[src/verilog/image_read_pkg.sv]
package image_read_pkg;

    localparam int CFG_DWIDTH = 32;
    localparam int CFG_AWIDTH = 5;

    // configuration register map
    localparam logic [CFG_AWIDTH-1:0] CFG_IR_IMG_W  = 5'd0;
    localparam logic [CFG_AWIDTH-1:0] CFG_IR_IMG_DH = 5'd1;
    localparam logic [CFG_AWIDTH-1:0] CFG_IR_PAD    = 5'd2;
    localparam logic [CFG_AWIDTH-1:0] CFG_IR_CONV   = 5'd3;

    localparam int GROUP_NB    = 4;  // pixels per memory word
    localparam int PIX_WIDTH   = 16;
    localparam int BUS_WIDTH   = GROUP_NB * PIX_WIDTH;
    localparam int MEM_AWIDTH  = 16;
    localparam int COORD_WIDTH = 16;

    localparam int RD_LATENCY  = 3;  // read address to read data
    localparam int ADDR_PIPE   = 3;  // walker step to read address
    localparam int FIFO_AWIDTH = 4;  // 16 entry output buffer

    // one configuration word, decoded according to its address
    typedef union packed {
        logic [CFG_DWIDTH-1:0] raw;
        struct packed {
            logic [15:0] depth;
            logic [15:0] height;
        } dh;
        struct packed {
            logic [7:0] left;
            logic [7:0] right;
            logic [7:0] top;
            logic [7:0] bottom;
        } pad;
        struct packed {
            logic [7:0]  unused;  // was the maxpool side
            logic [7:0]  side;
            logic [15:0] step;
        } conv;
    } cfg_word_u;

endpackage

[src/verilog/geom_if.sv]
`timescale 1ns/1ns

interface geom_if;
    import image_read_pkg::*;

    logic [COORD_WIDTH-1:0] img_d;
    logic [MEM_AWIDTH-1:0]  plane_wxd;   // addresses in one row of the image
    logic [COORD_WIDTH-1:0] pad_l;
    logic [COORD_WIDTH-1:0] pad_t;
    logic [COORD_WIDTH-1:0] edge_l;      // image edges in padded coordinates
    logic [COORD_WIDTH-1:0] edge_r;
    logic [COORD_WIDTH-1:0] edge_t;
    logic [COORD_WIDTH-1:0] edge_b;
    logic [COORD_WIDTH-1:0] conv_max;
    logic [COORD_WIDTH-1:0] conv_step;
    logic [COORD_WIDTH-1:0] area_w_max;  // last window launch positions
    logic [COORD_WIDTH-1:0] area_h_max;
    logic                   start;

    modport cfg_src (output img_d, plane_wxd, pad_l, pad_t, edge_l, edge_r, edge_t, edge_b,
                     conv_max, conv_step, area_w_max, area_h_max, start);
    modport walk_dst (input img_d, conv_max, conv_step, area_w_max, area_h_max, start);
    modport addr_dst (input img_d, plane_wxd, pad_l, pad_t, edge_l, edge_r, edge_t, edge_b);

endinterface

[src/verilog/walk_if.sv]
`timescale 1ns/1ns

interface walk_if;
    import image_read_pkg::*;

    logic [COORD_WIDTH-1:0] x;  // padded column
    logic [COORD_WIDTH-1:0] y;  // padded row
    logic [COORD_WIDTH-1:0] d;
    logic                   step_val;
    logic                   step_last;

    modport src (output x, y, d, step_val, step_last);
    modport dst (input x, y, d, step_val, step_last);

endinterface

[src/verilog/image_read_cfg.sv]
`timescale 1ns/1ns

module image_read_cfg (
    input  logic                                  clk,
    input  logic                                  rst,
    input  logic [image_read_pkg::CFG_DWIDTH-1:0] cfg_data_i,
    input  logic [image_read_pkg::CFG_AWIDTH-1:0] cfg_addr_i,
    input  logic                                  cfg_valid_i,
    input  logic                                  next_i,
    input  logic                                  job_done_i,
    output logic                                  next_rdy_o,
    geom_if.cfg_src                               geom
);
    import image_read_pkg::*;

    cfg_word_u              cfg_w;
    cfg_word_u              cfg_dh;
    cfg_word_u              cfg_pad;
    cfg_word_u              cfg_conv;
    logic                   accept;
    logic                   busy;
    logic                   next_1p;
    logic                   next_2p;
    logic [COORD_WIDTH-1:0] img_w;
    logic [COORD_WIDTH-1:0] img_h;
    logic [COORD_WIDTH-1:0] img_d;
    logic [COORD_WIDTH-1:0] pad_l;
    logic [COORD_WIDTH-1:0] pad_r;
    logic [COORD_WIDTH-1:0] pad_t;
    logic [COORD_WIDTH-1:0] pad_b;
    logic [COORD_WIDTH-1:0] conv_side;
    logic [COORD_WIDTH-1:0] area_w;
    logic [COORD_WIDTH-1:0] area_h;
    logic [MEM_AWIDTH-1:0]  wxd;

    assign accept = next_i & next_rdy_o;

    always_ff @(posedge clk) begin
        if (cfg_valid_i) begin
            case (cfg_addr_i)
                CFG_IR_IMG_W:  cfg_w    <= cfg_data_i;
                CFG_IR_IMG_DH: cfg_dh   <= cfg_data_i;
                CFG_IR_PAD:    cfg_pad  <= cfg_data_i;
                CFG_IR_CONV:   cfg_conv <= cfg_data_i;
                default: ;
            endcase
        end
    end

    always_ff @(posedge clk) begin
        if (rst) begin
            busy       <= 1'b0;
            next_rdy_o <= 1'b0;
        end else if (accept) begin
            busy       <= 1'b1;
            next_rdy_o <= 1'b0;
        end else begin
            if (job_done_i) busy <= 1'b0;
            next_rdy_o <= ~busy | job_done_i;
        end
    end

    always_ff @(posedge clk) begin
        if (rst) begin
            next_1p    <= 1'b0;
            next_2p    <= 1'b0;
            geom.start <= 1'b0;
        end else begin
            next_1p    <= accept;
            next_2p    <= next_1p;
            geom.start <= next_2p;  // geometry has settled by now
        end
    end

    // stage 1: latch the words, zero based sizes become counts
    always_ff @(posedge clk) begin
        if (accept) begin
            img_w     <= cfg_w.raw[COORD_WIDTH-1:0] + 1'b1;
            img_h     <= cfg_dh.dh.height + 1'b1;
            img_d     <= cfg_dh.dh.depth + 1'b1;
            pad_l     <= COORD_WIDTH'(cfg_pad.pad.left);  // 0 is no padding
            pad_r     <= COORD_WIDTH'(cfg_pad.pad.right);
            pad_t     <= COORD_WIDTH'(cfg_pad.pad.top);
            pad_b     <= COORD_WIDTH'(cfg_pad.pad.bottom);
            conv_side <= COORD_WIDTH'(cfg_conv.conv.side) + 1'b1;
            geom.conv_step <= cfg_conv.conv.step + 1'b1;
        end
    end

    // stage 2: padded area and image edges
    always_ff @(posedge clk) begin
        area_w      <= pad_l + img_w + pad_r;
        area_h      <= pad_t + img_h + pad_b;
        geom.edge_l <= pad_l;
        geom.edge_t <= pad_t;
        geom.edge_r <= pad_l + img_w - 1'b1;
        geom.edge_b <= pad_t + img_h - 1'b1;
        wxd         <= MEM_AWIDTH'(img_w * img_d);
    end

    // stage 3: launch limits
    always_ff @(posedge clk) begin
        geom.area_w_max <= area_w - conv_side;
        geom.area_h_max <= area_h - conv_side;
        geom.conv_max   <= conv_side - 1'b1;
        geom.plane_wxd  <= wxd;
        geom.img_d      <= img_d;
        geom.pad_l      <= pad_l;
        geom.pad_t      <= pad_t;
    end

endmodule

[src/verilog/window_walker.sv]
`timescale 1ns/1ns

module window_walker (
    input  logic      clk,
    input  logic      rst,
    geom_if.walk_dst  geom,
    input  logic      room_i,
    walk_if.src       walk,
    output logic      job_done_o
);
    import image_read_pkg::*;

    logic                   active;  // idle when low
    logic                   step;
    logic                   job_last;
    logic [COORD_WIDTH-1:0] d_cnt;
    logic [COORD_WIDTH-1:0] win_w_cnt;
    logic [COORD_WIDTH-1:0] win_h_cnt;
    logic [COORD_WIDTH-1:0] area_w_cnt;
    logic [COORD_WIDTH-1:0] area_h_cnt;
    logic [COORD_WIDTH:0]   area_w_nxt;
    logic [COORD_WIDTH:0]   area_h_nxt;
    logic                   d_last;
    logic                   win_w_last;
    logic                   win_h_last;
    logic                   area_w_last;
    logic                   area_h_last;

    assign step = active & room_i;  // freeze while the buffer is short of room

    assign area_w_nxt = {1'b0, area_w_cnt} + {1'b0, geom.conv_step};
    assign area_h_nxt = {1'b0, area_h_cnt} + {1'b0, geom.conv_step};

    assign d_last      = (d_cnt == geom.img_d - 1'b1);
    assign win_w_last  = (win_w_cnt == geom.conv_max);
    assign win_h_last  = (win_h_cnt == geom.conv_max);
    // one more step would leave too little area for a full window
    assign area_w_last = (area_w_nxt > {1'b0, geom.area_w_max});
    assign area_h_last = (area_h_nxt > {1'b0, geom.area_h_max});

    assign job_last = step & d_last & win_w_last & win_h_last & area_w_last & area_h_last;

    always_ff @(posedge clk) begin
        if (rst) begin
            active <= 1'b0;
        end else if (geom.start) begin
            active <= 1'b1;
        end else if (job_last) begin
            active <= 1'b0;
        end
    end

    // depth first, then window columns, rows, then window positions
    always_ff @(posedge clk) begin
        if (rst || !active) begin
            d_cnt      <= '0;
            win_w_cnt  <= '0;
            win_h_cnt  <= '0;
            area_w_cnt <= '0;
            area_h_cnt <= '0;
        end else if (step) begin
            d_cnt <= d_cnt + 1'b1;
            if (d_last) begin
                d_cnt     <= '0;
                win_w_cnt <= win_w_cnt + 1'b1;
                if (win_w_last) begin
                    win_w_cnt <= '0;
                    win_h_cnt <= win_h_cnt + 1'b1;
                    if (win_h_last) begin
                        win_h_cnt  <= '0;
                        area_w_cnt <= area_w_nxt[COORD_WIDTH-1:0];
                        if (area_w_last) begin
                            area_w_cnt <= '0;
                            area_h_cnt <= area_h_nxt[COORD_WIDTH-1:0];
                            if (area_h_last) area_h_cnt <= '0;
                        end
                    end
                end
            end
        end
    end

    assign walk.x         = area_w_cnt + win_w_cnt;
    assign walk.y         = area_h_cnt + win_h_cnt;
    assign walk.d         = d_cnt;
    assign walk.step_val  = step;
    assign walk.step_last = job_last;

    assign job_done_o = job_last;

endmodule

[src/verilog/addr_calc.sv]
`timescale 1ns/1ns

module addr_calc (
    input  logic                                  clk,
    input  logic                                  rst,
    geom_if.addr_dst                              geom,
    walk_if.dst                                   walk,
    output logic                                  rd_val_o,
    output logic [image_read_pkg::MEM_AWIDTH-1:0] rd_addr_o,
    output logic                                  pad_val_o,
    output logic                                  last_o
);
    import image_read_pkg::*;

    logic                   outside;
    logic [COORD_WIDTH-1:0] x_1p;
    logic [COORD_WIDTH-1:0] y_1p;
    logic [COORD_WIDTH-1:0] d_1p;
    logic [COORD_WIDTH-1:0] d_2p;
    logic [MEM_AWIDTH-1:0]  row_2p;
    logic [MEM_AWIDTH-1:0]  col_2p;
    logic                   val_1p;
    logic                   val_2p;
    logic                   pad_1p;
    logic                   pad_2p;
    logic                   last_1p;
    logic                   last_2p;

    // pixel lies in the padding band around the image
    assign outside = (walk.x < geom.edge_l) | (walk.x > geom.edge_r)
                   | (walk.y < geom.edge_t) | (walk.y > geom.edge_b);

    always_ff @(posedge clk) begin
        if (rst) begin
            val_1p    <= 1'b0;
            pad_1p    <= 1'b0;
            last_1p   <= 1'b0;
            val_2p    <= 1'b0;
            pad_2p    <= 1'b0;
            last_2p   <= 1'b0;
            rd_val_o  <= 1'b0;
            pad_val_o <= 1'b0;
            last_o    <= 1'b0;
        end else begin
            val_1p    <= walk.step_val;
            pad_1p    <= walk.step_val & outside;
            last_1p   <= walk.step_last;
            val_2p    <= val_1p;
            pad_2p    <= pad_1p;
            last_2p   <= last_1p;
            rd_val_o  <= val_2p & ~pad_2p;  // padding never reaches memory
            pad_val_o <= pad_2p;
            last_o    <= last_2p;
        end
    end

    always_ff @(posedge clk) begin
        x_1p <= walk.x;
        y_1p <= walk.y;
        d_1p <= walk.d;

        // unpadded row and column offsets, garbage for padding pixels
        row_2p <= MEM_AWIDTH'((y_1p - geom.pad_t) * geom.plane_wxd);
        col_2p <= MEM_AWIDTH'((x_1p - geom.pad_l) * geom.img_d);
        d_2p   <= d_1p;

        rd_addr_o <= row_2p + col_2p + MEM_AWIDTH'(d_2p);
    end

endmodule

[src/verilog/image_stream_buf.sv]
`timescale 1ns/1ns

module image_stream_buf (
    input  logic                                 clk,
    input  logic                                 rst,
    input  logic                                 rd_val_i,
    input  logic                                 pad_val_i,
    input  logic                                 last_i,
    input  logic [image_read_pkg::BUS_WIDTH-1:0] rd_data_i,
    output logic                                 room_o,
    output logic [image_read_pkg::BUS_WIDTH-1:0] image_bus_o,
    output logic                                 image_last_o,
    output logic                                 image_val_o,
    input  logic                                 image_rdy_i
);
    import image_read_pkg::*;

    logic [RD_LATENCY-1:0]  val_sr;
    logic [RD_LATENCY-1:0]  pad_sr;
    logic [RD_LATENCY-1:0]  last_sr;
    logic                   push;
    logic                   push_last;
    logic [BUS_WIDTH-1:0]   push_data;
    logic [BUS_WIDTH:0]     mem [0:(1 << FIFO_AWIDTH)-1];  // word and last flag
    logic [FIFO_AWIDTH-1:0] wr_ptr;
    logic [FIFO_AWIDTH-1:0] rd_ptr;
    logic [FIFO_AWIDTH:0]   count;
    logic                   pop;

    // line the flags up with the data coming back from memory
    always_ff @(posedge clk) begin
        if (rst) begin
            val_sr  <= '0;
            pad_sr  <= '0;
            last_sr <= '0;
            push    <= 1'b0;
        end else begin
            val_sr  <= {val_sr[RD_LATENCY-2:0], rd_val_i};
            pad_sr  <= {pad_sr[RD_LATENCY-2:0], pad_val_i};
            last_sr <= {last_sr[RD_LATENCY-2:0], last_i};
            push    <= val_sr[RD_LATENCY-1] | pad_sr[RD_LATENCY-1];
        end
    end

    always_ff @(posedge clk) begin
        push_last <= last_sr[RD_LATENCY-1];
        push_data <= val_sr[RD_LATENCY-1] ? rd_data_i : '0;  // zero word for padding
    end

    // refill the output register when it is empty or being taken
    assign pop = (count != 0) & (~image_val_o | image_rdy_i);

    always_ff @(posedge clk) begin
        if (push) mem[wr_ptr] <= {push_data, push_last};
    end

    always_ff @(posedge clk) begin
        if (rst) begin
            wr_ptr <= '0;
            rd_ptr <= '0;
            count  <= '0;
        end else begin
            if (push) wr_ptr <= wr_ptr + 1'b1;
            if (pop) rd_ptr <= rd_ptr + 1'b1;
            count <= count + push - pop;
        end
    end

    always_ff @(posedge clk) begin
        if (rst) begin
            image_val_o <= 1'b0;
        end else if (pop) begin
            image_val_o <= 1'b1;
        end else if (image_rdy_i) begin
            image_val_o <= 1'b0;
        end
    end

    always_ff @(posedge clk) begin
        if (pop) {image_bus_o, image_last_o} <= mem[rd_ptr];  // held while stalled
    end

    // leave space for everything the address pipe and memory still hold
    assign room_o = ((1 << FIFO_AWIDTH) - count) > (ADDR_PIPE + RD_LATENCY + 2);

endmodule

[src/verilog/image_read.sv]
`timescale 1ns/1ns

module image_read (
    input  logic                                  clk,
    input  logic                                  rst,
    input  logic [image_read_pkg::CFG_DWIDTH-1:0] cfg_data_i,
    input  logic [image_read_pkg::CFG_AWIDTH-1:0] cfg_addr_i,
    input  logic                                  cfg_valid_i,
    input  logic                                  next_i,
    output logic                                  next_rdy_o,
    output logic                                  rd_val_o,
    output logic [image_read_pkg::MEM_AWIDTH-1:0] rd_addr_o,
    input  logic [image_read_pkg::BUS_WIDTH-1:0]  rd_data_i,
    output logic [image_read_pkg::BUS_WIDTH-1:0]  image_bus_o,
    output logic                                  image_last_o,
    output logic                                  image_val_o,
    input  logic                                  image_rdy_i
);

    geom_if geom ();
    walk_if walk ();

    logic job_done;
    logic room;
    logic pad_val;
    logic addr_last;

    image_read_cfg u_cfg (
        .clk         (clk),
        .rst         (rst),
        .cfg_data_i  (cfg_data_i),
        .cfg_addr_i  (cfg_addr_i),
        .cfg_valid_i (cfg_valid_i),
        .next_i      (next_i),
        .job_done_i  (job_done),
        .next_rdy_o  (next_rdy_o),
        .geom        (geom.cfg_src)
    );

    window_walker u_walker (
        .clk        (clk),
        .rst        (rst),
        .geom       (geom.walk_dst),
        .room_i     (room),
        .walk       (walk.src),
        .job_done_o (job_done)
    );

    addr_calc u_addr (
        .clk       (clk),
        .rst       (rst),
        .geom      (geom.addr_dst),
        .walk      (walk.dst),
        .rd_val_o  (rd_val_o),
        .rd_addr_o (rd_addr_o),
        .pad_val_o (pad_val),
        .last_o    (addr_last)
    );

    image_stream_buf u_buf (
        .clk          (clk),
        .rst          (rst),
        .rd_val_i     (rd_val_o),
        .pad_val_i    (pad_val),
        .last_i       (addr_last),
        .rd_data_i    (rd_data_i),
        .room_o       (room),
        .image_bus_o  (image_bus_o),
        .image_last_o (image_last_o),
        .image_val_o  (image_val_o),
        .image_rdy_i  (image_rdy_i)
    );

endmodule

[config.mk]
export PLATFORM = sky130hd
export DESIGN_NAME = image_read
export DESIGN_NICKNAME = d
export VERILOG_FILES = /design/src/verilog/image_read_pkg.sv /design/src/verilog/geom_if.sv /design/src/verilog/walk_if.sv /design/src/verilog/image_read_cfg.sv /design/src/verilog/window_walker.sv /design/src/verilog/addr_calc.sv /design/src/verilog/image_stream_buf.sv /design/src/verilog/image_read.sv
export SDC_FILE = /design/constraint.sdc
export NUM_CORES = 2
export LEC_CHECK = 0
export BUFFER_PORTS_ARGS = -buffer_cell sky130_fd_sc_hd__buf_2
export CELL_PAD_IN_SITES_DETAIL_PLACEMENT = 0
export CELL_PAD_IN_SITES_GLOBAL_PLACEMENT = 1
export CORE_ASPECT_RATIO = 1.5
export CORE_MARGIN = 2
export CORE_UTILIZATION = 30
export CTS_BUF_LIST = sky130_fd_sc_hd__clkbuf_8
export CTS_CLUSTER_DIAMETER = 150
export DETAILED_ROUTE_END_ITERATION = 16
export PLACE_DENSITY = 0.47
export SYNTH_ARGS = -nofsm -noshare
export SYNTH_HDL_FRONTEND = slang
export SYNTH_SLANG_ARGS = --single-unit
[constraint.sdc]
create_clock -name clk -period 9.1 [get_ports clk]
set_input_delay 1.365 -clock clk [delete_from_list [all_inputs] [get_ports clk]]
set_output_delay 1.365 -clock clk [all_outputs]
set_load 0.01 [all_outputs]
## After elaboration in Yosys (flattened, before gate mapping)

Memories as Yosys holds them, arrays and structs flattened. A register that Yosys moved wholly into a read port is not among the register bits.
Index checks and enable logic that the tools add are counted.

- Register bits after elaboration: 688
- Bits in writable memories: 1040
- Input port bits: 106
- Output and inout port bits: 84
- Memories kept: 1

- $add $sub $neg: 31
- Multiply operators: 3
- $lt $le $gt $ge: 7
- Equal/unequal tests: 6
- Muxes and demuxes: 12
- Bitwise logic cells: 19
- Reduce and logical (&&, ||, !) cells: 16

Memory list:

| memory | words | bits a word | read ports | clocked after Yosys merged registers in | write ports | RTL line | source |
|---|---|---|---|---|---|---|---|
| u_buf.mem | 16 | 65 | 1 | 1 | 1 | image_stream_buf.sv:24 | `logic [BUS_WIDTH:0] mem [0:(1 << FIFO_AWIDTH)-1];` |

Operator list:

| kind | count |
|---|---|
| adder 16 x 1 -> 16 bit (second input constant) | 7 |
| two-way mux 16 bit | 5 |
| adder 16 bit | 4 |
| subtractor 16 x 1 -> 16 bit (second input constant) | 4 |
| == test 16 bit | 3 |
| multiplier 16 x 16 -> 16 bit | 3 |
| adder 16 x 16 -> 17 bit | 2 |
| > comparator 17 x 16 -> 1 bit | 2 |
| adder 16 x 8 -> 16 bit | 2 |
| adder 8 x 16 -> 16 bit | 2 |
| > comparator 16 bit | 2 |
| > comparator 32 x 4 -> 1 bit (second input constant) | 1 |
| less-than comparator 16 x 8 -> 1 bit | 2 |
| subtractor 16 bit | 2 |
| subtractor 16 x 8 -> 16 bit | 2 |
| bitwise AND 1 bit | 10 |
| == test 5 x 2 -> 1 bit (second input constant) | 2 |
| AND reduction 2 bit | 5 |
| adder 8 x 1 -> 9 bit (second input constant) | 1 |
| adder 4 x 1 -> 4 bit (second input constant) | 2 |
| two-way mux 1 bit | 7 |
| OR 1 bit | 6 |
| nonzero test 2 bit | 3 |
| subtractor 5 x 5 -> 6 bit (first input constant) | 1 |
| 12 further kinds | 14 |

## Longest topological paths before layout

- Depth after elaboration: 10
- Mapped depth: 31
- Mapped depth without buffers: 30

## By module

A second synthesis with hierarchy kept.

- Cell total of the unflattened synthesis: 6054
- Area, all modules: 84838.9 um^2

By module, submodules not included:

| module | times used | cells an instance | area an instance (um^2) | sequential area each (um^2) |
|---|---|---|---|---|
| image_stream_buf | 1 | 1917 | 43680.6 | 34963.5 |
| image_read_cfg | 1 | 1638 | 19185.9 | 9899.5 |
| addr_calc | 1 | 1562 | 14253.7 | 2422.3 |
| window_walker | 1 | 937 | 7718.7 | 1621.6 |

## Least setup slack after synthesis

No wires, ideal clock.

- Kind: reg2reg
- Start: reg, netlist name u_cfg.geom.edge_l[3]
- End: reg u_addr.col_2p[15]
- Library setup time: 0.130 ns
- Data arrival time: 6.949 ns
- Data required time: 8.970 ns
- Slack: 2.022 ns
- Stages on the path, launching flop included: 27
- Period minus slack after synthesis: 7.078 ns
- Cell sequence: dfxtp_1 > inv_1 > ha_1 > or2_2 > o211a_1 > o21a_1 > o41ai_1 > nor3b_1 > xor2_1 > nand2_1 > fa_1 > fa_1 > inv_1 > fa_1 > inv_1 > fa_1 > inv_1 > fa_1 > inv_1 > fa_1 > inv_1 > ha_1 > o21ai_0 > nor2_1 > o41ai_1 > xnor2_1 > xnor3_1

RTL lines:

| item | RTL line | source |
|---|---|---|
| end signal, assigned | addr_calc.sv:64 | `col_2p <= MEM_AWIDTH'((x_1p - geom.pad_l) * geom.img_d);` |
| end, declared | addr_calc.sv:21 | `logic [MEM_AWIDTH-1:0] col_2p;` |

==> impl_metrics.ini <==
[placement]
place.gp.congestion = 0.7717
post-place-cells = 9393
dp_hpwl_um = 150700
portBuffers = 189
dpl_worst_slack_ns = 1.321
placed_cell_area_mm2 = 0.08820

[logic_synthesis]
yosys_register_bits = 1786
avgSynthCellArea_um2 = 14.72
synth_area_mm2 = 0.08266
yosys_warnings = 0
synth-edff-count = 1314
synth_seq_area_share = 0.5917
async_flop_share = 0
ys.flop_type = edfxtp_1
synth_cell_type_count = 73
syn_nets = 6384
syn_inst = 5616

[clocking]
cts_root_buffer = clkbuf_8
clock-sinks = 1786
holdBufCountCts = 0
postCtsSetupBuffers = 0
clockBufferDepth = 4
clk_latency_ns = 0.96
cts_tree = built
htree_levels = 5
cts.repair.resized = 0
cts_made_buffers = 303
clkSlewWorstSetupHoldPaths_ns = 0.06

[die]
rows = 236
ios = 190
initial_utilization = 0.3007
die_w_um = 432.6
fp.coreArea_mm2 = 0.2749
die_y_um = 646.9
die_area_mm2 = 0.2798

[sta]
fmax_ghz = 0.1292
holdWs_ns = 0.3086
fin_setup_tns_ns = 0
max_slew_margin = 0.1534
min_period_over_period = 0.8506
fin_skew_ns = 0.06228
finalHoldViolCount = 0
maxSlewViolCount = 0
worstMarginPinSlew_ns = 1.265
setup_slack_ns = 1.360
min_period_ns = 7.741
setup_viol = 0
rsz0062_at_grt = false

[power]
p_sw_frac = 0.3444
finalPower_mw = 28.53
combPwrFrac = 0.400
sequentialPowerShare = 0.342
clkPwrFrac = 0.258
p_int_mw = 18.71
irDropWorstVdd_mv = 0.7569
switching_power_mw = 9.828
powerDensity_mw_per_mm2 = 302.6
p_leak_nw = 36.85

[global_routing]
antenna_found_initial = 13
grt_pass1_wl_um = 338100
grt_remaining_overflow = 0
gr-usage-all-layers = 0.1654
grt_pass1_vias = 49980
grt_max_degree = 114

[cells_and_area]
finalNetCount = 6777
drive_gt1_frac = 0.1668
fin_area_mm2 = 0.09430
final_common_cell = edfxtp_1
area_growth_pct = 14.09
fin_cells = 9943
final_core_util = 0.3430
layout_common_cells = 1314 x edfxtp_1, 627 x inv_1, 467 x dfxtp_1, 393 x ha_1, 346 x clkbuf_8

[worst_setup_path]
setup.worst_path.end_class = flop
crit_path_start_kind = flop
cp.required_ns = 9.89
path_max_fanout = 8
cp.arrival_ns = 8.53
worstSetupPathType = reg2reg

[route]
wl_met2_um = 127600
via_count = 45330
drt_pass1_iterations = 7
routedWlPerCell_um = 23.28
ant_nets = 0
wirelength_um = 231500
route.met3.wl_um = 8030
avgViaCountPerCell = 4.559
drtIter0Drc = 2198
wl_met1_um = 89010
highest_layer = met5
drc = 0

[min_path]
hold_class = reg2reg

[outcome]
run_status = complete, no violations

[run]
drv_cap = 0
-- power groups by stage --
stage,logic (mW),clock network [mW],registers (mW)
detailed placement,11.7,0,9.97
finish,11.4,7.36,9.76
global placement,11.6,0,9.97
global route,12.8,7.99,9.82
floorplan,8.56,0,9.73
CTS,11.8,7.67,9.80
-- cell usage after synthesis (all sizes together), types with 18 or more instances --
library cell / number / area (µm²)
o21ai: 67 / 335.3
nand4: 47 / 294.0
ha: 393 / 4917
o21bai: 29 / 217.7
nand2b: 55 / 344.1
xor2: 193 / 1690
buf: 32 / 135.1
nor2: 218 / 818.3
or3: 18 / 112.6
clkbuf: 128 / 480.5
and2: 243 / 1520
dfxtp: 472 / 9449
fa: 269 / 5385
mux4: 325 / 7320
and3: 32 / 200.2
nand3: 73 / 365.4
a21o: 52 / 390.4
xnor2: 290 / 2540
nand2: 302 / 1134
nor2b: 112 / 700.7
o21a: 39 / 292.8
nor3: 55 / 280.3
edfxtp: 1314 / 39460
inv: 527 / 1978
nor4: 36 / 231.5
a21oi: 122 / 610.6
-- logic make-up (layout without fill, tap and decap cells) --
| kind of cell | count (synthesis) | in the layout | share of synthesized area |
|---|---|---|---|
| xor+xnor | 486 | 486 | 0.05200 |
| other cells | 0 | 7 | 0 |
| compound gates | 427 | 427 | 0.03427 |
| flops | 1786 | 1786 | 0.5917 |
| fa+ha+maj | 662 | 662 | 0.1246 |
| mux | 330 | 330 | 0.08917 |
| buf+inv | 687 | 1318 | 0.03138 |
| simple gates | 1238 | 1238 | 0.07688 |
-- registers in the layout (all words and copies together), names as in the netlist, 24 cells and up --
name	cells
u_buf.image_bus_o	64
u_buf.mem	1040
u_buf.push_data	64
u_cfg.cfg_conv	24
u_cfg.cfg_dh	32
u_cfg.cfg_pad	32
-- final timing paths --
kind	from	end	slack, ns	depth (start not counted)
max	u_cfg.geom.edge_t[2]$_DFF_P_	u_addr.row_2p[15]$_DFF_P_	1.36	27
min	u_cfg.wxd[2]$_DFF_P_	u_cfg.geom.plane_wxd[2]$_DFF_P_	0.31	0
max reg2reg	u_cfg.geom.edge_t[2]$_DFF_P_	u_addr.row_2p[15]$_DFF_P_	1.36	27
min reg2reg	u_cfg.wxd[2]$_DFF_P_	u_cfg.geom.plane_wxd[2]$_DFF_P_	0.31	0
-- final cells by class --
type	instances	area, µm²
multi-input combinational	3143	31250
antenna	7	17.52
clock inverter	197	1324
tap	3689	4616
fill	26730	180600
timing repair buffer	248	1426
sequential	1786	48930
inverter	527	1981
clock buffer	346	4762
-- routing by layer --
layer,vias up,GRT usage
li1,20960,-
met1,23220,0.1841
met2,791,0.3185
met3,347,0.02542
met4,2,0.05028
met5,-,0
-- worst max-delay path: stages (launching register included) --
cell and delay, ns:
dfxtp_1 0.30, inv_1 0.06, ha_1 0.35, nor2b_1 0.17, o31a_1 0.25, o21a_1 0.20
o21ai_0 0.43, nand2b_1 0.14, xnor2_1 0.69, nand2_1 0.18, fa_1 0.48, fa_1 0.52
inv_1 0.05, fa_1 0.42, fa_1 0.54, inv_1 0.05, fa_1 0.47, fa_1 0.45
xor2_1 0.23, xnor2_1 0.16, xnor2_1 0.15, xnor2_1 0.15, xnor2_1 0.15, xnor2_1 0.15
xnor2_1 0.11, xnor2_1 0.22, xnor3_1 0.35, xnor3_1 0.19
(Power assumes the default switching activity.)
